===== config.mk =====
export PLATFORM = sky130hd
export DESIGN_NAME = tv_scan_timing
export DESIGN_NICKNAME = d
export VERILOG_FILES = /design/src/verilog/tv_pkg.sv /design/src/verilog/tv_scan_timing.sv
export VERILOG_INCLUDE_DIRS = /design/src /design/src/verilog
export SDC_FILE = /design/constraint.sdc
export NUM_CORES = 1
export LEC_CHECK = 0
export BUFFER_PORTS_ARGS = -buffer_cell sky130_fd_sc_hd__buf_4
export CORE_ASPECT_RATIO = 0.8
export CORE_MARGIN = 3
export CORE_UTILIZATION = 62
export CTS_CLUSTER_SIZE = 20
export DETAILED_ROUTE_END_ITERATION = 16
export GPL_ROUTABILITY_DRIVEN = 0
export PLACE_DENSITY_LB_ADDON = 0.08
export RECOVER_POWER = 50
export SLEW_MARGIN = 25
export SYNTH_ARGS = -nofsm -noshare
export SYNTH_HDL_FRONTEND = slang
export SYNTH_SLANG_ARGS = --single-unit

===== constraint.sdc =====
create_clock -name clk -period 3.46 [get_ports clk]
set_clock_uncertainty 0.05 [all_clocks]
set_input_delay 0.519 -clock clk [delete_from_list [all_inputs] [get_ports clk]]
set_output_delay 0.519 -clock clk [all_outputs]
set_load 0.1 [all_outputs]

===== src/verilog/tv_consts.svh =====
// shared constants for the tv controller: bus bases, frame geometry, raster timing; include where needed
`ifndef TV_CONSTS_SVH
`define TV_CONSTS_SVH

// xbus decode bases, octal like the microcode listings
`define TV_FB_BASE       22'o17000000
`define TV_REG_BASE      22'o17377760

// frame buffer window, 768 x 896, 32 pixels per word
`define TV_WIN_WIDTH     768
`define TV_WIN_HEIGHT    896

// horizontal timing, clocks per field (1688 total)
`define TV_H_ACTIVE      1280
`define TV_H_FRONT       48
`define TV_H_SYNC        112
`define TV_H_BACK        248

// vertical timing, lines per field (1066 total)
`define TV_V_ACTIVE      1024
`define TV_V_FRONT       1
`define TV_V_SYNC        3
`define TV_V_BACK        38

// video memory word address width
`define TV_VRAM_AWIDTH   15

// control register bit positions
`define TV_INT_EN_BIT    3
`define TV_INT_FLAG_BIT  4

`endif


===== src/verilog/tv_pkg.sv =====
// struct and enum types shared by the tv controller RTL and its testbench; import where used
`include "tv_consts.svh"

package tv_pkg;

   // --------------------------------------------------
   // xbus side
   // --------------------------------------------------

   // cpu request, held stable while req is high
   typedef struct packed {
      logic [21:0] addr;
      logic [31:0] data;
      logic        req;
      logic        write;
   } xbus_req_t;

   // slave response
   typedef struct packed {
      logic [31:0] data;
      logic        ack;
      logic        decode;
      logic        interrupt;
   } xbus_rsp_t;

   // --------------------------------------------------
   // video memory port a
   // --------------------------------------------------

   typedef struct packed {
      logic [`TV_VRAM_AWIDTH-1:0] addr;
      logic [31:0]                data;
      logic                       write;
      logic                       read;
   } vram_cmd_t;

   typedef struct packed {
      logic [31:0] data;
      logic        ready;
      logic        done;
   } vram_rsp_t;

   // --------------------------------------------------
   // raster
   // --------------------------------------------------

   // shifter output, syncs active low
   typedef struct packed {
      logic pixel;
      logic hsync;
      logic vsync;
      logic de;
   } video_t;

   // timing flags, valid in the cycle of the counter value
   typedef struct packed {
      logic de;
      logic in_window;
      logic fetch;
      logic hsync;
      logic vsync;
   } scan_t;

   // bus access machine
   typedef enum logic [1:0] {
      IDLE,
      WRITE,
      READ,
      DONE
   } fb_state_t;

endpackage


===== src/verilog/tv_scan_timing.sv =====
// raster timing generator: pixel and line counters, active-low syncs, window and fetch flags
`timescale 1ns/1ps
`include "tv_consts.svh"

module tv_scan_timing
#(
   parameter int h_active   = `TV_H_ACTIVE,
   parameter int h_front    = `TV_H_FRONT,
   parameter int h_sync     = `TV_H_SYNC,
   parameter int h_back     = `TV_H_BACK,
   parameter int v_active   = `TV_V_ACTIVE,
   parameter int v_front    = `TV_V_FRONT,
   parameter int v_sync     = `TV_V_SYNC,
   parameter int v_back     = `TV_V_BACK,
   parameter int win_width  = `TV_WIN_WIDTH,
   parameter int win_height = `TV_WIN_HEIGHT
)
(
   input  logic          clk,
   input  logic          reset,
   output tv_pkg::scan_t scan,
   output logic          frame_start
);

   // field order per line: active, front porch, sync, back porch
   localparam int h_total      = h_active + h_front + h_sync + h_back;
   localparam int v_total      = v_active + v_front + v_sync + v_back;
   localparam int hw           = $clog2(h_total);
   localparam int vw           = $clog2(v_total);
   localparam int h_sync_start = h_active + h_front;
   localparam int h_sync_end   = h_sync_start + h_sync;
   localparam int v_sync_start = v_active + v_front;
   localparam int v_sync_end   = v_sync_start + v_sync;

   // window centred in the active area
   localparam int h_win_start  = (h_active - win_width) / 2;
   localparam int h_win_end    = h_win_start + win_width;
   localparam int v_win_start  = (v_active - win_height) / 2;
   localparam int v_win_end    = v_win_start + win_height;

   logic [hw-1:0] h_count;
   logic [vw-1:0] v_count;
   logic [hw-1:0] h_rel;
   logic          h_last;
   logic          v_last;
   logic          h_in_win;
   logic          v_in_win;

   // --------------------------------------------------
   // counters
   // --------------------------------------------------

   assign h_last = h_count == hw'(h_total - 1);
   assign v_last = v_count == vw'(v_total - 1);

   always_ff @(posedge clk)
   begin
      if (reset)
      begin
         h_count <= '0;
         v_count <= '0;
      end
      else if (h_last)
      begin
         h_count <= '0;
         v_count <= v_last ? '0 : v_count + 1'b1;
      end
      else
         h_count <= h_count + 1'b1;
   end

   // --------------------------------------------------
   // flags, same cycle as the counters
   // --------------------------------------------------

   assign h_in_win = (h_count >= hw'(h_win_start)) && (h_count < hw'(h_win_end));
   assign v_in_win = (v_count >= vw'(v_win_start)) && (v_count < vw'(v_win_end));
   // column inside the window, low 5 bits pick the word boundary
   assign h_rel    = h_count - hw'(h_win_start);

   always_comb
   begin
      scan.de        = (h_count < hw'(h_active)) && (v_count < vw'(v_active));
      scan.in_window = h_in_win && v_in_win;
      scan.fetch     = h_in_win && v_in_win && (h_rel[4:0] == 5'd0);
      scan.hsync     = !((h_count >= hw'(h_sync_start)) && (h_count < hw'(h_sync_end)));
      scan.vsync     = !((v_count >= vw'(v_sync_start)) && (v_count < vw'(v_sync_end)));
   end

   // first pixel of the first line
   assign frame_start = (h_count == '0) && (v_count == '0);

   // blanking covers both sync intervals
   a_de_outside_sync: assert property (@(posedge clk) disable iff (reset)
      scan.de |-> (scan.hsync && scan.vsync));

endmodule


# Word level (Yosys, flattened, before mapping)
# Cells that the tools add are included.
# classes
n_bitwise	0
n_shift	0
n_addsub	3
n_mux	1
magnitude_cmp	10
n_div	0
multipliers	0
n_reduce_logical	14
n_eq_ne	2
# op_table
operator	n
$lt 11x11->1 const B	5
$add 11x1->11 const B	2
$eq 11x11->1 const B	2
$ge 11x11->1 const B	2
$logic_not 11->1	2
$ge 11x7->1 const B	1
$ge 11x9->1 const B	1
$lt 11x10->1 const B	1
$mux 11	1
$logic_and 1x1->1	8
$logic_not 5->1	1
$sub 5x1->5 const B	1
$logic_not 1->1	2
$reduce_or 2->1	1
# word_totals
latch_bits	0
n_memories	0
rom_bits	0
word_cells	32
reg_bits	22
mem_bits_rw	0

# Longest topological paths before layout
# logic_depth
depth_word	4
depth_mapped	6
depth_no_buf	5

# Worst setup path before layout
# OpenSTA, ideal clock, no wires.
# synth_timing
path_type	register to output
from	register v_count[1]
to	output scan[0] in the netlist's numbering
t_arrival_ns	4.070
t_required_ns	2.891
stages_incl_launch_ff	4
path_buffers	0
path_slack_ns	-1.179
cell_sequence	dfxtp_1 > inv_1 > ha_1 > o311ai_0
# synth_rtl
element	line	rtl
start, declared	tv_scan_timing.sv:42	logic [vw-1:0] v_count;
start signal, assigned	tv_scan_timing.sv:66	v_count <= v_last ? '0 : v_count + 1'b1;
end, declared	tv_scan_timing.sv:21	output tv_pkg::scan_t scan,

# Worst setup path after layout
# layout_timing
from	register v_count[6]
to	output frame_start
# layout_between
elab_chain_len	2
# layout_lines
element	line	rtl
$logic_not 11->1	tv_scan_timing.sv:91	assign frame_start = (h_count == '0) && (v_count == '0);
$logic_and 1x1->1	tv_scan_timing.sv:91	
end, declared	tv_scan_timing.sv:22	output logic frame_start
# No other way between the ends.

==> qor.txt <==
Status: finished clean
Met2 WL post-DR: 1134 µm
Area grow syn2layout: 6.652%
Max Cap Viol: 0
XOR/XNOR Fraction of Synth Area: 9.013%
Setup TNS Final: 0 ns
Core area: 1692 µm²
R2R cell count: 5
H-tree lvl count: 1
CTS sink cnt: 22
Final ANT Viol Nets: 0
Cell area after placement: 1232 µm²
Met3 Routed Length: 95 µm
Pin count of the biggest net entering global routing: 15
Clk root buf: clkbuf_4
Initial DRC count: 14
Worst Hold Class: input pin to flip-flop
Clk buf depth: 2
Total number of vias: 1032
Layout cells sized above 1: 9.655%
Max Fclk: 0.3379 GHz
Total Wirelength: 2432 µm
Minimum clock period: 2.959 ns
Final count of hold timing violations: 0
Initial antenna violation count: 0
Number of setup violations in the final report: 0
Leakage power total: 0.4293 nW
Vias/cell: 6.180
CP max FO: 5
Worst-Margin Slew: 0.5521 ns
Mapped Cells: 139
Fillers: 143
DRC viols: 0
Synth Cell Area: 1166 µm²
Worst-case vdd ir drop: 0.2956 mV
CTS clk-pin slew, worst paths: 0.12 ns
Netlist cell types: 33
I/O pins: 8
Post-route cell area: 1244 µm²
Ys flop type: dfxtp_1
Max Transition Viols Final: 0
RSZ-0062 raised after global routing: no
Fin nets: 154
Die Ht: 44.79 µm
Critical path data required time: 2.89 ns
Yosys warns: 0
Largest family of logic cells by synthesized area: simple AND/OR/NAND/NOR gates
Startpoint types: flip-flop
Cell Pwr Density: 327.5 nW/µm²
Post-Synth Adder-Cell Area: 5.365%
CTS tree: yes
Pre-antenna DRT Iters: 4
Max layer used: met4
Hold path cells: 2
Average routed wire per standard cell: 14.56 µm
PortBufs: 7
FP Rows: 13
Multiplexer area fraction after synthesis: 0%
EDFF count, synth: 0
Die width: 54.49 µm
Crit path DAT: 2.39 ns
Synth Net Count: 146
Synthesis-stage register bit count: 22
DP Cell Count: 164
Worst-Skew Late Latency: 0.31 ns
TritonCTS buffer count: 3
Crit Path Category: flip-flop to output pin
Total GRT Usage: 22.76%
First-pass GRT wire length: 3974 µm
Mean post-synth cell area: 8.389 µm²
Largest cells by area after synthesis: dfxtp_1, ha_1, nor2_1
Rel. slew slack: 62.67%
Full die area: 2440 µm²
Post-synth top area cell: dfxtp_1
Synth async-reset ratio: 0%
Post-layout util: 73.52%
GRT overflow: 0
Sequential fraction of the synthesis area: 37.77%
Post-synthesis compound-gate area fraction: 9.442%
Total power draw: 0.4073 mW
CTS resizes: 0
Initial Util: 68.93%
Fin crit share: 85.53%
Ant diodes: 0
Post-route insts no fill: 167
Vias in the first global route: 939
Synth top area share: 37.77%
Critical Path Sink Type: output pin
Synth Area in Simple Gates: 34.01%
Postcts setup bufs: 0
Post-DP HPWL: 1786 µm
M1 WL: 1180 µm
Cts hold-fix bufs: 0
## logic make-up (layout without fill, tap and decap cells)
family	after synthesis	in the layout
simple gates	69	69
flops	22	22
buf+inv	11	17
fa+ha+maj	5	5
xor+xnor	12	12
compound gates	20	20
## area by class of cell
| cell class | count | area [µm²] | share of cell area, % |
|---|---|---|---|
| clock buffers | 3 | 22.52 | 1.811 |
| inverters | 6 | 22.52 | 1.811 |
| multi-input cells | 106 | 674.4 | 54.23 |
| flip-flops and latches | 22 | 440.4 | 35.41 |
| well taps | 22 | 27.53 | 2.213 |
| repair buffers | 8 | 56.30 | 4.527 |
## layer usage
| layer | track usage (%) | up-vias |
|---|---|---|
| met3 | 7.261 | 4 |
| met2 | 35.56 | 21 |
| met1 | 28.43 | 499 |
| met5 | 0 | - |
| met4 | 10.45 | 0 |
| li1 | - | 508 |
## where the power goes
group          total [mW]  internal (mW)  switching (mW)
Clock               0.115         0.0408          0.0743
Sequential          0.260          0.256         0.00373
Combinational      0.0323        0.00866          0.0237
## placed cells by master, fill, tap and decap left out, types with 2 or more instances in the layout
cell and instances:
clkbuf_4 3, and4_1 3, nand2_1 10, nor4_1 2, or3_1 9, xnor2_1 6
a21oi_1 9, inv_1 6, xor2_1 6, buf_4 7, nand4b_1 3, and3_1 4
nor2_1 15, nand3_1 3, dfxtp_1 22, o21ai_0 8, nand4_1 7, and2_1 2
ha_1 5, nor3_1 4
## registers in the layout, indices dropped and copies added, names as in the netlist
| name | flops |
|---|---|
| v_count | 11 |
| h_count | 11 |
## cells in the mapped netlist, types with 2 or more instances
master    instances
ha_1              5
and2_1            2
nor3_1            4
xnor2_1           6
o21ai_0           8
nand4_1           7
and4_1            3
or3_1             8
xor2_1            6
and3_1            4
nor4_1            2
nor2_1           15
buf_2             2
inv_1             6
nand4b_1          3
nand3_1           3
dfxtp_1          22
a21oi_1           9
nand2_1          10
## worst max-delay path: stages (launching register included)
cell	delay [ns]
dfxtp_1	0.37
or4_1	0.58
or3_1	0.36
nor3_1	0.23
and4_1	0.24
buf_4	0.29
## stage by stage
step                worst slack, ns  hold slack [ns]
global placement             0.9065           0.4100
finish                       0.5006           0.3093
detailed placement           0.8785           0.4239
CTS                          0.5112           0.2898
floorplan                    0.6400           0.3874
global route                 0.3866           0.2817
## path summary, 6_finish.rpt
check | from | endpoint | slack [ns]
worst max-delay path | v_count[6] | frame_start | 0.50
worst min register to register | h_count[0] | h_count[0] | 0.45
worst min-delay path | reset | h_count[2] | 0.31
worst max register to register | h_count[7] | v_count[6] | 0.97
No activity file was read; power rests on OpenSTA's default activity.
