`config.mk`:
```
export PLATFORM = sky130hd
export DESIGN_NAME = xbus_tv
export DESIGN_NICKNAME = d
export VERILOG_FILES = /design/src/verilog/tv_pkg.sv /design/src/verilog/xbus_tv.sv
export VERILOG_INCLUDE_DIRS = /design/src /design/src/verilog
export SDC_FILE = /design/constraint.sdc
export NUM_CORES = 1
export LEC_CHECK = 0
export ABC_AREA = 1
export BUFFER_PORTS_ARGS = -buffer_cell sky130_fd_sc_hd__buf_2
export CAP_MARGIN = 0
export CORE_AREA = 2 2 78 80
export DETAILED_ROUTE_END_ITERATION = 16
export DIE_AREA = 0 0 80 82
export PLACE_DENSITY = 0.76
export SKIP_LAST_GASP = 1
export SLEW_MARGIN = 20
export SYNTH_ARGS = -nofsm -noshare
export SYNTH_HDL_FRONTEND = slang
export SYNTH_SLANG_ARGS = --single-unit
```
`constraint.sdc`:
```
create_clock -name clk -period 1.9 [get_ports clk]
set_input_delay 0.475 -clock clk [delete_from_list [all_inputs] [get_ports clk]]
set_output_delay 0.475 -clock clk [all_outputs]
set_load 0.01 [all_outputs]
```
`src/verilog/tv_consts.svh`:
```
// shared constants for the tv controller: bus bases, frame geometry, raster timing; include where needed
`ifndef TV_CONSTS_SVH
`define TV_CONSTS_SVH

// xbus decode bases, octal like the microcode listings
`define TV_FB_BASE       22'o17000000
`define TV_REG_BASE      22'o17377760

// frame buffer window, 768 x 896, 32 pixels per word
`define TV_WIN_WIDTH     768
`define TV_WIN_HEIGHT    896

// horizontal timing, clocks per field (1688 total)
`define TV_H_ACTIVE      1280
`define TV_H_FRONT       48
`define TV_H_SYNC        112
`define TV_H_BACK        248

// vertical timing, lines per field (1066 total)
`define TV_V_ACTIVE      1024
`define TV_V_FRONT       1
`define TV_V_SYNC        3
`define TV_V_BACK        38

// video memory word address width
`define TV_VRAM_AWIDTH   15

// control register bit positions
`define TV_INT_EN_BIT    3
`define TV_INT_FLAG_BIT  4

`endif

```
`src/verilog/tv_pkg.sv`:
```
// struct and enum types shared by the tv controller RTL and its testbench; import where used
`include "tv_consts.svh"

package tv_pkg;

   // --------------------------------------------------
   // xbus side
   // --------------------------------------------------

   // cpu request, held stable while req is high
   typedef struct packed {
      logic [21:0] addr;
      logic [31:0] data;
      logic        req;
      logic        write;
   } xbus_req_t;

   // slave response
   typedef struct packed {
      logic [31:0] data;
      logic        ack;
      logic        decode;
      logic        interrupt;
   } xbus_rsp_t;

   // --------------------------------------------------
   // video memory port a
   // --------------------------------------------------

   typedef struct packed {
      logic [`TV_VRAM_AWIDTH-1:0] addr;
      logic [31:0]                data;
      logic                       write;
      logic                       read;
   } vram_cmd_t;

   typedef struct packed {
      logic [31:0] data;
      logic        ready;
      logic        done;
   } vram_rsp_t;

   // --------------------------------------------------
   // raster
   // --------------------------------------------------

   // shifter output, syncs active low
   typedef struct packed {
      logic pixel;
      logic hsync;
      logic vsync;
      logic de;
   } video_t;

   // timing flags, valid in the cycle of the counter value
   typedef struct packed {
      logic de;
      logic in_window;
      logic fetch;
      logic hsync;
      logic vsync;
   } scan_t;

   // bus access machine
   typedef enum logic [1:0] {
      IDLE,
      WRITE,
      READ,
      DONE
   } fb_state_t;

endpackage

```
`src/verilog/xbus_tv.sv`:
```
// xbus slave of the tv controller: decodes frame buffer and control register, waits on vram
`timescale 1ns/1ps
`include "tv_consts.svh"

module xbus_tv
(
   input  logic              clk,
   input  logic              reset,
   input  tv_pkg::xbus_req_t bus_req,
   output tv_pkg::xbus_rsp_t bus_rsp,
   output tv_pkg::vram_cmd_t vram_cmd,
   input  tv_pkg::vram_rsp_t vram_rsp,
   input  logic              frame_start
);
   import tv_pkg::*;

   localparam logic [21:0] fb_base  = `TV_FB_BASE;
   localparam logic [21:0] reg_base = `TV_REG_BASE;

   fb_state_t   state;
   fb_state_t   state_next;
   logic        in_fb;
   logic        in_reg;
   logic        start_fb_write;
   logic        start_fb_read;
   logic        reg_write;
   logic        reg_read;
   logic        clear_int;
   logic        int_en;
   logic        int_flag;
   logic [31:0] reg_word;
   logic [31:0] rsp_data;

   // --------------------------------------------------
   // address decode
   // --------------------------------------------------

   // frame buffer: 32k word window, upper 7 bits
   assign in_fb  = bus_req.addr[21:15] == fb_base[21:15];
   // control register: 8 word slot, upper 19 bits
   assign in_reg = bus_req.addr[21:3] == reg_base[21:3];

   // requests only counted from idle
   assign start_fb_write = bus_req.req & in_fb & bus_req.write;
   assign start_fb_read  = bus_req.req & in_fb & ~bus_req.write;
   assign reg_write      = (state == IDLE) & bus_req.req & in_reg & bus_req.write;
   assign reg_read       = (state == IDLE) & bus_req.req & in_reg & ~bus_req.write;

   // --------------------------------------------------
   // access state machine
   // --------------------------------------------------

   always_comb
   begin
      state_next = state;
      case (state)
         IDLE:
         begin
            if (start_fb_write)
               state_next = WRITE;
            else if (start_fb_read)
               state_next = READ;
            else if (bus_req.req & in_reg)
               // register access needs no memory cycle
               state_next = DONE;
         end
         WRITE:
         begin
            if (vram_rsp.done)
               state_next = DONE;
         end
         READ:
         begin
            if (vram_rsp.ready)
               state_next = DONE;
         end
         DONE:
         begin
            // hold ack until the master lets go
            if (!bus_req.req)
               state_next = IDLE;
         end
         default:
            state_next = IDLE;
      endcase
   end

   always_ff @(posedge clk)
   begin
      if (reset)
         state <= IDLE;
      else
         state <= state_next;
   end

   // --------------------------------------------------
   // control register and frame interrupt
   // --------------------------------------------------

   // writing a one to the flag bit acknowledges it
   assign clear_int = reg_write & bus_req.data[`TV_INT_FLAG_BIT];

   always_ff @(posedge clk)
   begin
      if (reset)
      begin
         int_en   <= 1'b0;
         int_flag <= 1'b0;
      end
      else
      begin
         if (reg_write)
            int_en <= bus_req.data[`TV_INT_EN_BIT];
         // set beats clear
         if (frame_start)
            int_flag <= 1'b1;
         else if (clear_int)
            int_flag <= 1'b0;
      end
   end

   always_comb
   begin
      reg_word                   = '0;
      reg_word[`TV_INT_EN_BIT]   = int_en;
      reg_word[`TV_INT_FLAG_BIT] = int_flag;
   end

   // read data, captured once per access
   always_ff @(posedge clk)
   begin
      if (reg_read)
         rsp_data <= reg_word;
      else if ((state == READ) && vram_rsp.ready)
         rsp_data <= vram_rsp.data;
   end

   // --------------------------------------------------
   // outputs
   // --------------------------------------------------

   always_comb
   begin
      vram_cmd.addr  = bus_req.addr[`TV_VRAM_AWIDTH-1:0];
      vram_cmd.data  = bus_req.data;
      // one-cycle write strobe, read held through READ
      vram_cmd.write = state == WRITE;
      vram_cmd.read  = state == READ;
   end

   always_comb
   begin
      bus_rsp.data      = rsp_data;
      bus_rsp.ack       = state == DONE;
      bus_rsp.decode    = in_fb | in_reg;
      bus_rsp.interrupt = int_flag & int_en;
   end

   // memory never sees both strobes
   a_strobe_excl: assert property (@(posedge clk) disable iff (reset)
      !(vram_cmd.write && vram_cmd.read));

   // no ack without a request on the cycle before
   a_ack_after_req: assert property (@(posedge clk) disable iff (reset)
      bus_rsp.ack |-> $past(bus_req.req));

endmodule

```
# Word-level counts from Yosys, hierarchy flattened
# Index checks and enable logic that the tools add are counted.
# Widths: inputs -> output; s select.
[totals]
ram_bits = 0
latch_bits = 0
regBits = 36
mem_bits_ro = 0
memories = 0
output_inout_bits = 84
input_bits = 93
[classes]
div = 0
n_eq_ne = 9
bitwise = 12
n_lt_le_gt_ge = 0
n_mux = 11
multipliers = 0
reduce_logical = 5
shifts = 0
add_sub_neg = 0
[op_table]
columns = ["op", "count"]
rows = [
  ["$eq 19x19->1 const B", 1],
  ["$mux 2", 6],
  ["$and 1x1->1", 10],
  ["$mux 5", 2],
  ["$pmux 2 s4", 1],
  ["$eq 7x7->1 const B", 1],
  ["$eq 2x2->1 const B", 2],
  ["$ne 2x1->1 const B", 2],
  ["$ne 4x3->1 const B", 1],
  ["$reduce_and 4->1", 1],
  ["$reduce_bool 2->1", 2],
  ["$eq 2x1->1 const B", 1],
  ["$logic_not 2->1", 1],
  ["$mux 1", 2],
  ["$ne 2x2->1 const B", 1],
  ["$logic_and 1x1->1", 1],
  ["$not 1->1", 1],
  ["$or 1x1->1", 1],
]

# Depth between registers and ports, before layout
[depth]
word_depth = 7
ltp_mapped = 11
ltp_nobuf = 11

# Worst setup path after synthesis
# OpenSTA, ideal clock, no wires.
[synth_timing]
kind = "input -> register"
from = "in bus_req[52] (netlist bit)"
to = "reg rsp_data[3] (enable)"
setup_slack_ns = 0.327
setup_ns = 0.297
required_time_ns = 1.603
arrival_time_ns = 1.276
path_buffers = 1
stages = 9
path_cell_list = "inv_1 > nor2_2 > nand2_1 > nor2_1 > nand2_1 > nor2_4 > nand3_4 > buf_6 > nand2_1"
[synth_via]
elab_chain_cells = 4
[synth_lines]
columns = ["item", "line_no", "text"]
rows = [
  ["start: declaration", "xbus_tv.sv:9", "input tv_pkg::xbus_req_t bus_req,"],
  ["$eq 19x19->1", "xbus_tv.sv:41", "assign in_reg = bus_req.addr[21:3] == reg_base[21:3];"],
  ["$and 1x1->1 (2 in series)", "xbus_tv.sv:47", "assign reg_read = (state == IDLE) & bus_req.req & in_reg & ~bus_req.write;"],
  ["$reduce_bool 2->1 (no source line)", "--", ""],
  ["end signal: assignment", "xbus_tv.sv:133", "rsp_data <= reg_word;"],
  ["end signal: assignment", "xbus_tv.sv:135", "rsp_data <= vram_rsp.data;"],
  ["end: declaration", "xbus_tv.sv:32", "logic [31:0] rsp_data;"],
]
# No other way between the ends.
# A chain may end at the register's enable or synchronous reset.

==> results.toml <==
[run_status]
outcome = "completed"

[critical_path]
endpoint_kind = "primary output"
cp_max_fo = 3
worstPathArrival_ns = 1.21
rr_endpoint = "rsp_data[5]"
required_ns = 1.42
rrSetupSlack_ns = 0.24
critPathLaunchType = "input port"
crit_type = "input port to primary output"
r2r_cells = 7
reg2reg_from = "state[0]"

[route]
dr.pass1.iters = 3
vias = 1714
postRouteAntennaNets = 0
dr.first_iter.drc_count = 24
routed_wl_um = 4260
drc = 0
vias_per_cell = 4.18
wl_per_cell_um = 10.4

[placed_design]
dpl_cell_area_mm2 = 0.00242
finalWeightedCongestion = 0.796
io_buffers = 110
dp_hpwl_um = 3490

[yosys]
synth_seq_area_share_pct = 34.6
syn-num-nets = 364
ys_seq_elements = 36
ys_async_sr_fraction_pct = 0
synth_area_mm2 = 0.00214
synth_cell_types = 22
synth_edf_count = 2
syn_inst = 266
ys.flop_type = "dfxtp_1"
syn_avg_cell_area_um2 = 8.04
yosys_warnings = 0

[worst_hold_path]
hp-class = "input port to flop"
min_from = "reset"
whs_path_depth = 2
holdPathEnd = "int_en"

[final_layout]
antenna_cells = 0
final_layout_size_suffix_gt1_share_pct = 43.0
syn2layout_area_growth_pct = 17.7
finalInstanceArea_mm2 = 0.00252
final_util_pct = 43.8
layout.nets = 432

[clock_network]
cts-root-buf = "clkbuf_8"
htree_levels = 2
cts_resized = 0
clk_pin_slew_worst_paths_ns = 0.07
hold_buffers = 0
cts_buffer_depth = 2
cts.sinks = 36
clock_latency_ns = 0.28
post_cts_buffers = 0
cts_buffers = 5
cts_tree = "yes"

[die]
die_y_um = 82
start_util_pct = 37.2
die_x_um = 80
rows = 28
io_pins = 177
die-area_mm2 = 0.00656
core_mm2 = 0.00575

[timing]
hold_viol = 0
max_clock_freq_ghz = 0.594
hold-worst-slack_ns = 0.375
rsz0062_at_grt = "no"
tightest_slew_ns = 0.271
max_slew_margin_pct = 81.9
tns_ns = 0
fin_worst_skew_ns = 0.00276
finalSetupViolations = 0
fin_crit_sh_pct = 88.6
fin_crit_ns = 1.68
maxSlewViolCount = 0

[power_and_ir_drop]
finalPower_mw = 3.57
pwr_density_cell_mw_per_mm2 = 1420
p_leak_nw = 1.49
ir_drop_v = 0.000590

[grt]
grt-ovfl-total = 0
grt_pass1_vias = 1540
grt_first_pass_wirelength_um = 6600
antenna_found_initial = 0
grt_usage_pct = 12.8
grt_max_degree = 28

[job]
cap_violations = 0
[where the power goes]
group	switching (mW)	leakage (nW)	internal [mW]	total, mW
combinational	0.870	1.14	0.843	1.71
sequential	0.165	0.305	1.15	1.31
clock	0.253	0.0488	0.295	0.548
total	1.29	1.49	2.28	3.57
[synthesized netlist by cell type, types with 2 or more instances]
| library cell | instances | area share [%] |
|---|---|---|
| a21oi_1 | 2 | 0.47 |
| buf_2 | 3 | 0.70 |
| buf_4 | 47 | 17 |
| buf_6 | 3 | 1.6 |
| dfxtp_1 | 34 | 32 |
| edfxtp_1 | 2 | 2.8 |
| ha_1 | 5 | 2.9 |
| inv_1 | 50 | 8.8 |
| mux2_1 | 12 | 6.3 |
| mux2_2 | 18 | 9.5 |
| nand2_1 | 55 | 9.7 |
| nand3_1 | 4 | 0.94 |
| nand4_1 | 5 | 1.5 |
| nor2_1 | 12 | 2.1 |
| nor2_2 | 2 | 0.59 |
| o21ai_0 | 5 | 1.2 |
| o21ai_1 | 2 | 0.47 |
[metrics by stage]
step                      setup slack (ns)  instances
final                                0.216        410
after global routing                 0.113        410
after CTS                            0.212        410
after detailed placement             0.191        402
after global placement               0.212        402
after floorplan                      0.327        266
[layer usage]
metal	GRT usage, %	wire length (um)
met4	5.76	96
met3	3.63	302
met1	14.6	1830
met2	22.4	2030
met5	0	0
[cell usage in the layout (no fill, tap or decap), types with 2 or more instances in the layout]
cell type / count
buf_4: 3
nand3_1: 4
ha_1: 5
mux2_2: 18
nor2_1: 12
mux2_1: 12
o21ai_0: 5
a21oi_1: 2
inv_1: 50
o21ai_1: 2
edfxtp_1: 2
nand2_1: 55
buf_2: 110
nor2_2: 2
dfxtp_1: 34
clkbuf_8: 6
nand4_1: 5
[layout make-up]
type | instances | area, um^2
clock buffers | 7 | 86.3
clock inverters | 1 | 6.26
fillers | 594 | 3230
inverters | 51 | 191
multi-input cells | 126 | 805
flip-flops and latches | 36 | 741
well taps | 75 | 93.8
repair buffers | 114 | 593
[cells by family after synthesis]
kind of cell	Yosys count	share of synthesized area, %
compound gates	10	2.52
fa+ha+maj	5	2.93
buf+inv	104	27.7
mux	30	15.8
flops	36	34.6
simple gates	81	16.4
[worst max-delay path by stage]
stage | endpoint | cells past startpoint | start
floorplan | rsp_data[3] | 9 | bus_req[52]
global placement | bus_rsp[1] | 6 | bus_req[55]
detailed placement | rsp_data[7] | 10 | bus_req[37]
CTS | bus_rsp[1] | 6 | bus_req[55]
global route | rsp_data[17] | 7 | state[0]
finish | bus_rsp[1] | 6 | bus_req[55]
[flip-flops by register name (all words and copies together) (netlist names)]
| name | count |
|---|---|
| int_en | 1 |
| rsp_data | 32 |
| state | 2 |
| int_flag | 1 |
[worst max-delay path: stages]
cell     delay [ns]
buf_2          0.08
nand3_1        0.13
inv_1          0.12
nand3_1        0.09
o21ai_0        0.15
buf_2          0.15
No activity file was read; power rests on OpenSTA's default activity.
