--- src/verilog/tv_consts.svh ---
// shared constants for the tv controller: bus bases, frame geometry, raster timing; include where needed
`ifndef TV_CONSTS_SVH
`define TV_CONSTS_SVH

// xbus decode bases, octal like the microcode listings
`define TV_FB_BASE       22'o17000000
`define TV_REG_BASE      22'o17377760

// frame buffer window, 768 x 896, 32 pixels per word
`define TV_WIN_WIDTH     768
`define TV_WIN_HEIGHT    896

// horizontal timing, clocks per field (1688 total)
`define TV_H_ACTIVE      1280
`define TV_H_FRONT       48
`define TV_H_SYNC        112
`define TV_H_BACK        248

// vertical timing, lines per field (1066 total)
`define TV_V_ACTIVE      1024
`define TV_V_FRONT       1
`define TV_V_SYNC        3
`define TV_V_BACK        38

// video memory word address width
`define TV_VRAM_AWIDTH   15

// control register bit positions
`define TV_INT_EN_BIT    3
`define TV_INT_FLAG_BIT  4

`endif

--- src/verilog/tv_pkg.sv ---
// struct and enum types shared by the tv controller RTL and its testbench; import where used
`include "tv_consts.svh"

package tv_pkg;

   // --------------------------------------------------
   // xbus side
   // --------------------------------------------------

   // cpu request, held stable while req is high
   typedef struct packed {
      logic [21:0] addr;
      logic [31:0] data;
      logic        req;
      logic        write;
   } xbus_req_t;

   // slave response
   typedef struct packed {
      logic [31:0] data;
      logic        ack;
      logic        decode;
      logic        interrupt;
   } xbus_rsp_t;

   // --------------------------------------------------
   // video memory port a
   // --------------------------------------------------

   typedef struct packed {
      logic [`TV_VRAM_AWIDTH-1:0] addr;
      logic [31:0]                data;
      logic                       write;
      logic                       read;
   } vram_cmd_t;

   typedef struct packed {
      logic [31:0] data;
      logic        ready;
      logic        done;
   } vram_rsp_t;

   // --------------------------------------------------
   // raster
   // --------------------------------------------------

   // shifter output, syncs active low
   typedef struct packed {
      logic pixel;
      logic hsync;
      logic vsync;
      logic de;
   } video_t;

   // timing flags, valid in the cycle of the counter value
   typedef struct packed {
      logic de;
      logic in_window;
      logic fetch;
      logic hsync;
      logic vsync;
   } scan_t;

   // bus access machine
   typedef enum logic [1:0] {
      IDLE,
      WRITE,
      READ,
      DONE
   } fb_state_t;

endpackage

--- src/verilog/tv_pixel_shifter.sv ---
// scan-out shifter: fetches window words from vram port b, shifts pixels lsb first, delays syncs
`timescale 1ns/1ps
`include "tv_consts.svh"

module tv_pixel_shifter
#(
   parameter int awidth = `TV_VRAM_AWIDTH
)
(
   input  logic              clk,
   input  logic              reset,
   input  tv_pkg::scan_t     scan,
   input  logic              frame_start,
   output logic [awidth-1:0] vram_addr,
   input  logic [31:0]       vram_data,
   output tv_pkg::video_t    video
);
   import tv_pkg::*;

   logic [awidth-1:0] fetch_addr;
   scan_t             scan_d1;
   scan_t             scan_d2;
   logic [31:0]       shift_reg;

   // --------------------------------------------------
   // fetch address
   // --------------------------------------------------

   // words are consumed in raster order, one per fetch
   always_ff @(posedge clk)
   begin
      if (reset)
         fetch_addr <= '0;
      else if (frame_start)
         fetch_addr <= '0;
      else if (scan.fetch)
         fetch_addr <= fetch_addr + 1'b1;
   end

   // address goes out with the fetch, data back next cycle
   assign vram_addr = fetch_addr;

   // --------------------------------------------------
   // flag pipeline
   // --------------------------------------------------

   // d1 lines up with the returning word, d2 with its first pixel
   always_ff @(posedge clk)
   begin
      if (reset)
      begin
         scan_d1 <= '0;
         scan_d2 <= '0;
      end
      else
      begin
         scan_d1 <= scan;
         scan_d2 <= scan_d1;
      end
   end

   // --------------------------------------------------
   // shift register
   // --------------------------------------------------

   // load on the word arrival, else move next pixel to bit 0
   always_ff @(posedge clk)
   begin
      if (scan_d1.fetch)
         shift_reg <= vram_data;
      else
         shift_reg <= {1'b0, shift_reg[31:1]};
   end

   always_comb
   begin
      // margins stay black
      video.pixel = shift_reg[0] & scan_d2.in_window;
      video.hsync = scan_d2.hsync;
      video.vsync = scan_d2.vsync;
      video.de    = scan_d2.de;
   end

endmodule

--- config.mk ---
export PLATFORM = sky130hd
export DESIGN_NAME = tv_pixel_shifter
export DESIGN_NICKNAME = d
export VERILOG_FILES = /design/src/verilog/tv_pkg.sv /design/src/verilog/tv_pixel_shifter.sv
export VERILOG_INCLUDE_DIRS = /design/src /design/src/verilog
export SDC_FILE = /design/constraint.sdc
export NUM_CORES = 1
export LEC_CHECK = 0
export ABC_AREA = 1
export CAP_MARGIN = 10
export CORE_ASPECT_RATIO = 1.4
export CORE_MARGIN = 2
export CORE_UTILIZATION = 40
export DETAILED_ROUTE_END_ITERATION = 12
export DONT_BUFFER_PORTS = 1
export GPL_TIMING_DRIVEN = 0
export MAX_ROUTING_LAYER = met4
export SETUP_SLACK_MARGIN = 0.05
export SLEW_MARGIN = 30
export SYNTH_ARGS = -nofsm -noshare
export SYNTH_HDL_FRONTEND = slang
export SYNTH_SLANG_ARGS = --single-unit
--- constraint.sdc ---
create_clock -name clk -period 1.5 [get_ports clk]
set_input_delay 0.075 -clock clk [delete_from_list [all_inputs] [get_ports clk]]
set_output_delay 0.075 -clock clk [all_outputs]
set_load 0.1 [all_outputs]
# [Word level (Yosys, flattened, before mapping)]
# Index checks and enable logic that the tools add are counted.
# Widths: inputs -> output; s select.
[totals] reg_bits=56 input_bits=40 output_inout_bits=19
[classes] addsub=1 mux=1 bitwise_logic=1 n_reduce_logical=1
[op_table] cell="$mux 31" n=1
[op_table] cell="$add 15x1->15 const B" n=1
[op_table] cell="$reduce_or 2->1" n=1
[op_table] cell="$and 1x1->1" n=1

# [Depth between registers and ports, before layout]
# Gate-level depths: netlist (run 1).
[logic_depth] word_depth=1 ltp_mapped=8 ltp_nobuf=7

# [Worst setup path before layout (run 1)]
# Ideal clock, no wire load.
[synth_path] path_type="register -> register" start="reg fetch_addr[0], in the netlist vram_addr[0]" end="reg fetch_addr[12], in the netlist vram_addr[12]" setup_time_ps=115 t_arrival_ps=1911 required_ps=1385 slack_ps=-526 path_stages_with_launch=7 n_path_buf=0 cell_sequence="dfxtp_1 ha_1 nand3_1 nor2_4 nand2_1 o21ai_1 nor2_1"
[synth_between] elab_chain_cells=1
[synth_rtl] item="start, declared" line_no="tv_pixel_shifter.sv:20" source="logic [awidth-1:0] fetch_addr;"
[synth_rtl] item="start signal, assigned" line_no="tv_pixel_shifter.sv:37" source="fetch_addr <= fetch_addr + 1'b1;"
[synth_rtl] item="$add 15x1->15" line_no="tv_pixel_shifter.sv:37"
# No other way between the ends.
# A chain may end at the register's enable or synchronous reset.

# [Worst setup path in the final report (run 1)]
# Ends and elaborated chain as after synthesis.

==> results.yml, run 1 <==
detailed_routing:
  dr_wl_met2_um: 2150
  highest_layer: "met4"
  detail-route-antenna-nets: 0
  wl_met3_um: 290
  vias_per_cell: 4.60
  vias: 1526
  wl_met1_um: 1550
  wire_per_inst_um: 12.4
  drt-total-wl_um: 4120
  dr.first_iter.drc_count: 63
  drc_errors: 0
  dr.pass1.iters: 4
flow_run:
  cap_violations: 0
clock_tree:
  cts_buffers: 5
  root_buffer: "clkbuf_8"
  cts_tree: "yes"
  h-tree-depth: 2
  worstSkewPairLatency_ns: 0.30
  clockBufferDepth: 2
  clkSinkCount: 56
  clk_pin_slew_ns: 0.09
place:
  placed_cell_area_um2: 2180
  port_buffers: 0
  gp_congestion: 0.738
  dp_hpwl_um: 2530
  placed_cells: 284
worst_setup_path:
  crit_type: "register to register"
  crit_chain: "ha_4, nand3_4, nor2_4, nand2_1, o21ai_1, nor2_1"
  crit_required_ns: 1.70
  crit_fanout: 6
  reg2reg_setup_slack_ns: 0.05
  arrival_ns: 1.66
  startpoint_type: "register"
  slowest_delay_ns: 0.58
  critPathCaptureType: "register"
  crit_slowest_cell: "dfxtp_4"
yosys:
  yosys_register_bits: 56
  yosysSeqAreaShare_pct: 54.0
  ys_top_cells_by_area: "dfxtp_1, mux2_2, nand2_1"
  synth_top_area_share_pct: 54.0
  ys_types: 20
  synth_area_um2: 2080
  ys.warnings.count: 0
  syn_nets: 259
  yosysTopAreaCell: "dfxtp_1"
  avgSynthCellArea_um2: 9.53
  syn_inst: 218
floorplanning:
  die_y_um: 89.3
  core_area_um2: 5080
  die_x_um: 64.9
  dieArea_um2: 5790
  ios: 59
  row_count: 31
  start_util_pct: 40.9
grt:
  grt_pass1_wl_um: 6510
  antenna_found_initial: 0
  grt-ovfl-total: 0
  grt_pass1_vias: 1491
  grt_max_degree: 18
  gr-usage-all-layers_pct: 15.2
cells_and_area:
  final_core_util_pct: 53.7
  design_area_um2: 2730
  stdcell_count: 332
  nets: 306
  drive_above_1_share_pct: 28.2
  syn_to_final_growth_pct: 31.4
  layout_commonest_cell: "dfxtp_1"
  antenna_cells: 0
  final_cell_mix: "dfxtp_1, dlygate4sd3_1, nand2_1"
  largest_reg_flops: 32
sta:
  hold_viol_final: 0
  worstMarginPinSlew_ns: 0.999
  setup_viol: 0
  fmax_mhz: 688
  min_period_over_period_pct: 96.9
  slew_headroom_pct: 33.3
  finalClockSkew_ns: 0.00157
  grt_setup_unrepaired: "true"
  layout_min_cycle_time_ns: 1.45
  slew_violations: 0
pwr:
  p_per_area_nw_per_um2: 1020
  p_leak_uw: 0.00107
  max-vdd-ir-drop_v: 0.000438
hold_path:
  hp-class: "input port to register"
outcome:
  status: "finished clean"
layout make-up:
class | instances | area, um^2
multi-input cells | 128 | 835
clock inverters | 2 | 13.8
inverters | 25 | 93.8
fillers | 467 | 2350
clock buffers | 6 | 82.6
flip-flops and latches | 56 | 1170
well taps | 66 | 82.6
plain buffers | 10 | 66.3
repair buffers | 39 | 385
metal layers:
| layer | GRT usage, % | up-vias |
|---|---|---|
| li1 | - | 782 |
| met1 | 14.5 | 687 |
| met2 | 27.1 | 45 |
| met3 | 5.42 | 12 |
| met4 | 7.35 | 0 |
| met5 | - | - |
worst max-delay path, delay by kind of cell, from the launching register on:
kind                       cells  cell delay, ns
AOI/OAI and AO/OA              1            0.14
adders and majority gates      1            0.22
DFF                            1            0.58
and+or+nand+nor                4            0.41
kinds of logic after synthesis:
group | Yosys count | synth area share, %
compound gates | 12 | 2.89
simple gates | 83 | 18.0
mux | 31 | 16.8
fa+ha+maj | 1 | 0.602
flops | 56 | 54.0
buf+inv | 35 | 7.71
what timing repair did:
action,4_1_cts,5_1_grt
buffers inserted,1,1
hold endpoints to repair,41,0
resized for setup,12,5
hold buffers,37,0
endpoints found under the setup margin,10,9
pin swaps,3,7
cloned,1,0
worst paths after layout:
| check | cells after the start | start | end |
|---|---|---|---|
| max reg2reg | 6 | vram_addr[0] | vram_addr[12] |
| max | 6 | vram_addr[0] | vram_addr[12] |
| min reg2reg | 2 | scan_d1[1] | video[2] |
| min | 2 | scan[2] | vram_addr[0] |
cell usage after synthesis (all sizes together):
cell type / number
a21oi: 9
buf: 9
clkbuf: 1
dfxtp: 56
ha: 1
inv: 25
mux2: 31
nand2: 32
nand3: 14
nand4: 2
nor2: 33
nor3: 2
o21ai: 3
metrics by stage:
stage	total power [uW]	hold slack, ns	setup WS [ns]	setup TNS (ns)
floorplan	1880	0.173	0.0445	0
global placement	1910	0.179	-0.0759	-0.269
detailed placement	1920	0.181	-0.111	-0.395
CTS	2840	0.00117	0.0451	0
global route	2920	0.0298	-0.0301	-0.0495
finish	2790	0.00996	0.0463	0
power breakdown:
group	internal, uW	switching, uW	total [uW]	leakage, uW
sequential	1600	45.8	1640	0.000476
clock	378	467	845	0.0000516
combinational	182	115	297	0.000540
total	2160	628	2790	0.00107
(Power assumes the default switching activity.)
==> run 2, diff against run 1 <==
- PLACE_DENSITY_LB_ADDON: unset -> 0.25
==> run 2 against run 1 <==
Clock skew rose by 0.0053 ns. Worst hold slack improved by 0.012 ns. Die area did not move. Sequential share of layout area fell by 0.32 points. Clock power fell by 0.5%. Cell count fell by 0.30%. First-iteration DRC count fell by 1.6%. Count of clock-buffer cells in the layout fell by 1. Core utilization rose by 0.17 points. Combinational power barely moved. Register-to-register slack improved by 0.04 ns. Via count rose by 0.59%. Critical path type unchanged. Highest routed layer unchanged.
==> results.yml, run 2 (synthesis gave the netlist of run 1 again) <==
sta:
  finalClockSkew_ns: 0.00689
  layout_min_cycle_time_ns: 1.42
  fmax_mhz: 706
  min_period_over_period_pct: 94.4
  slew_violations: 0
  fin_hold_ws_ns: 0.0219
  hold_viol_final: 0
  setup_viol: 0
  slew_headroom_pct: 33.7
  worstMarginPinSlew_ns: 0.994
  grt_setup_unrepaired: "true"
cells_and_area:
  antenna_cells: 0
  nets: 305
  stdcell_count: 331
  syn_to_final_growth_pct: 31.9
  drive_above_1_share_pct: 29.4
  layout_commonest_cell: "dfxtp_1"
  final_cell_mix: "dfxtp_1, dlygate4sd3_1, nand2_1"
  largest_reg_flops: 32
clock_tree:
  cts_buffers: 5
  clk_pin_slew_ns: 0.10
  root_buffer: "clkbuf_8"
  clkSinkCount: 56
  worstSkewPairLatency_ns: 0.30
  h-tree-depth: 2
  clockBufferDepth: 2
  cts_tree: "yes"
grt:
  grt_pass1_vias: 1461
  grt-ovfl-total: 0
  gr-usage-all-layers_pct: 15.8
  antenna_found_initial: 0
  grt_pass1_wl_um: 6700
  grt_util_met1_pct: 15.1
  grtUsageMet3_pct: 4.03
  grt_busiest_layer: "met2"
  grt_max_degree: 20
  use_met2_pct: 30.2
floorplanning:
  die_y_um: 89.3
  ios: 59
  start_util_pct: 40.9
  dieArea_um2: 5790
  core_area_um2: 5080
  die_x_um: 64.9
  row_count: 31
worst_setup_path:
  arrival_ns: 1.67
  crit_type: "register to register"
  reg2reg_depth: 7
  crit_required_ns: 1.75
  crit_chain: "ha_4, nand3_4, nor2_4, nand3_2, nand2_1, inv_1, nor2_1"
  crit_fanout: 6
  critPathCaptureType: "register"
  startpoint: "vram_addr[0]"
  r2r_start: "vram_addr[0]"
  crit_slowest_cell: "dfxtp_4"
  slowest_delay_ns: 0.59
  startpoint_type: "register"
detailed_routing:
  vias_per_cell: 4.64
  vias: 1535
  drc_errors: 0
  dr.first_iter.drc_count: 62
  wire_per_inst_um: 12.8
  drt-total-wl_um: 4230
  dr.pass1.iters: 4
  detail-route-antenna-nets: 0
hold_path:
  hp-class: "input port to register"
  hp-start: "scan[2]"
  hold-path-cell-count: 2
pwr:
  max-vdd-ir-drop_v: 0.000523
  p_per_area_nw_per_um2: 1020
  p_total_uw: 2790
  p_leak_uw: 0.00107
place:
  port_buffers: 0
  gp_congestion: 0.714
  placed_cells: 284
  dp_hpwl_um: 2680
outcome:
  status: "finished clean"
flow_run:
  cap_violations: 0
-- run 2: worst max-delay path: cells and delay by family, from the launching register on --
| family | cells | cell delay (ns) |
|---|---|---|
| DFF | 1 | 0.59 |
| and+or+nand+nor | 5 | 0.52 |
| buffers and inverters | 1 | 0.04 |
| adders and majority gates | 1 | 0.21 |
-- run 2: final timing paths --
| path | endpoint | slack [ns] |
|---|---|---|
| worst min-delay path | vram_addr[0] | 0.02 |
| worst min register to register | video[1] | 0.41 |
| worst max register to register | vram_addr[14] | 0.08 |
| worst max-delay path | vram_addr[14] | 0.08 |
-- run 2: final cells by class --
type | count | area, um^2
clock inverters | 3 | 25.0
repair buffers | 38 | 378
clock buffers | 5 | 68.8
plain buffers | 10 | 66.3
multi-input cells | 128 | 858
fillers | 468 | 2340
flip-flops and latches | 56 | 1170
inverters | 25 | 93.8
well taps | 66 | 82.6
-- run 2: per-stage QoR --
stage               area, um^2  setup WS (ns)  setup TNS, ns  util, %
floorplan                 2100         0.0445              0        -
global placement          2180        -0.0852         -0.273     42.9
detailed placement        2180        -0.0935         -0.394     42.9
CTS                       2700         0.0387              0     53.2
global route              2740        -0.0149        -0.0149     53.9
finish                    2740         0.0835              0     53.9
-- run 2: repair_timing --
item / 4_1_cts / 5_1_grt
setup endpoints to repair: 10 / 9
pin swaps: 3 / 7
gates cloned: 1 / 0
gates resized for setup: 12 / 8
hold buffers: 37 / 0
buffers inserted: 1 / 0
hold endpoints to repair: 41 / 0
-- run 2: power breakdown --
part           internal [uW]  switching [uW]  leakage, uW
sequential              1600            49.0     0.000475
clock                    341             500    0.0000452
combinational            183             117     0.000552
total                   2130             665      0.00107
-- run 2: metal layers --
| metal | routed length (um) | up-vias | part of all wire (%) |
|---|---|---|---|
| met3 | 189 | 5 | 4.5 |
| met4 | 61 | 0 | 1.4 |
| li1 | - | 777 | - |
| met2 | 2390 | 40 | 56 |
| met5 | 0 | - | 0 |
| met1 | 1590 | 713 | 38 |
==> run 3, diff against run 2 <==
- GPL_ROUTABILITY_DRIVEN: unset -> 0
- clock period: 1.5 -> 1.48 ns (I/O delays scaled with it)
==> run 3 against run 2 <==
Sequential share of layout area fell by 0.058 points. First-iteration DRC count fell by 13%. Non-clock buffer count increased by 3. Sequential power barely moved. Core utilization up 0.074 points. Sequential cell count unchanged. Register-to-register slack worse by 0.02 ns. Cell count is 0.91% higher. Clock power shrank 2%. Final area rose by 0.14%. Critical path type unchanged. Largest cell class unchanged.
==> results.yml, run 3 (synthesis gave the netlist of run 1 again) <==
detailed_routing:
  dr.first_iter.drc_count: 54
  wire_per_inst_um: 11.9
  drt-total-wl_um: 3980
  detail-route-antenna-nets: 0
  dr.pass1.iters: 4
  drc_errors: 0
  vias_per_cell: 4.54
  vias: 1517
sta:
  fin_hold_ws_ns: 0.0715
  hold_viol_final: 0
  slew_violations: 0
  setup_viol: 0
  fin_ws_ns: 0.0627
  grt_setup_unrepaired: "true"
  tns_ns: 0
  slew_headroom_pct: 34.1
  finalClockSkew_ns: 0.00750
  min_period_over_period_pct: 95.8
  worstMarginPinSlew_ns: 0.987
  layout_min_cycle_time_ns: 1.42
  fmax_mhz: 706
grt:
  grtUsageMet3_pct: 5.42
  antenna_found_initial: 0
  use_met2_pct: 24.8
  gr-usage-all-layers_pct: 14.7
  grt_max_degree: 19
  grt-ovfl-total: 0
  grt_busiest_layer: "met2"
  grt_pass1_vias: 1417
  grt_util_met1_pct: 15.6
  grt_pass1_wl_um: 6290
worst_setup_path:
  slowest_delay_ns: 0.59
  arrival_ns: 1.62
  crit_fanout: 6
  critPathCaptureType: "register"
  reg2reg_depth: 6
  cp_top_family: "flip-flops"
  reg2reg_setup_slack_ns: 0.06
  startpoint_type: "register"
  critPathBufInv: 0
  crit_chain: "ha_4, nand3_4, nor2_4, nand2_1, o21ai_1, nor2_1"
  rr_endpoint: "vram_addr[12]"
  crit_required_ns: 1.68
  r2r_start: "vram_addr[0]"
  crit_slowest_cell: "dfxtp_4"
  crit_type: "register to register"
clock_tree:
  h-tree-depth: 2
  clkSinkCount: 56
  root_buffer: "clkbuf_8"
  cts_buffers: 5
  worstSkewPairLatency_ns: 0.30
  clk_pin_slew_ns: 0.09
  cts_tree: "yes"
  clockBufferDepth: 2
floorplanning:
  die_x_um: 64.9
  row_count: 31
  dieArea_um2: 5790
  ios: 59
  core_area_um2: 5080
  die_y_um: 89.3
  start_util_pct: 40.9
cells_and_area:
  final_cell_mix: "dfxtp_1, dlygate4sd3_1, nand2_1"
  antenna_cells: 0
  nets: 308
  final_core_util_pct: 54.0
  drive_above_1_share_pct: 28.4
  layout_commonest_cell: "dfxtp_1"
  syn_to_final_growth_pct: 32.0
  largest_reg_flops: 32
pwr:
  max-vdd-ir-drop_v: 0.000411
  p_leak_uw: 0.00109
  seqPwrFrac_pct: 59.7
  comb_power_share_pct: 10.9
  p_sw_uw: 652
  p_per_area_nw_per_um2: 1020
  power.internal_uw: 2150
  swShare_pct: 23.3
  clkPwrFrac_pct: 29.5
hold_path:
  hold-path-cell-count: 2
  hp-start: "reset"
  hp-class: "input port to register"
  min_to: "scan_d1[2]"
place:
  port_buffers: 0
  dp_hpwl_um: 2510
  pre_cts_ws_ns: -0.0789
flow_run:
  cap_violations: 0
outcome:
  status: "finished clean"
run 3: repair_timing:
action,CTS,global route
cloned,1,0
endpoints found under the setup margin,10,8
buffers inserted,1,2
endpoints found under the hold margin,41,0
hold buffers,38,0
pin swaps,2,0
resized for setup,9,3
run 3: final cells by class:
type / count / area (um^2)
timing repair buffer: 41 / 403
inverter: 25 / 93.8
clock buffer: 5 / 68.8
buffer: 10 / 66.3
clock inverter: 3 / 20.0
fill: 465 / 2340
sequential: 56 / 1170
multi-input combinational: 128 / 842
tap: 66 / 82.6
run 3: per-stage QoR:
step	area (um^2)	cells	total power [uW]
floorplan	2120	218	1910
global placement	2200	284	1930
detailed placement	2200	284	1940
CTS	2720	332	2840
global route	2740	334	2940
finish	2740	334	2800
run 3: power groups by stage:
stage / clock network [uW] / logic, uW / registers [uW]
floorplan: 0 / 198 / 1710
global placement: 0 / 219 / 1720
detailed placement: 0 / 224 / 1720
CTS: 863 / 304 / 1670
global route: 927 / 333 / 1690
finish: 825 / 305 / 1670
run 3: worst max path at each step:
stage | startpoint | end | slack [ns] | cells past startpoint
after floorplan | vram_addr[6] | vram_addr[12] | 0.05 | 5
after global placement | vram_addr[6] | vram_addr[12] | -0.07 | 5
after detailed placement | vram_addr[6] | vram_addr[12] | -0.08 | 5
after CTS | vram_addr[0] | vram_addr[12] | 0.05 | 6
after global routing | vram_addr[0] | vram_addr[14] | -0.04 | 6
final | vram_addr[0] | vram_addr[12] | 0.06 | 6
run 3: layer usage:
layer | share of wire [%] | vias up
li1 | - | 790
met1 | 40 | 683
met2 | 52 | 37
met3 | 6.8 | 7
met4 | 1.7 | 0
met5 | 0 | -
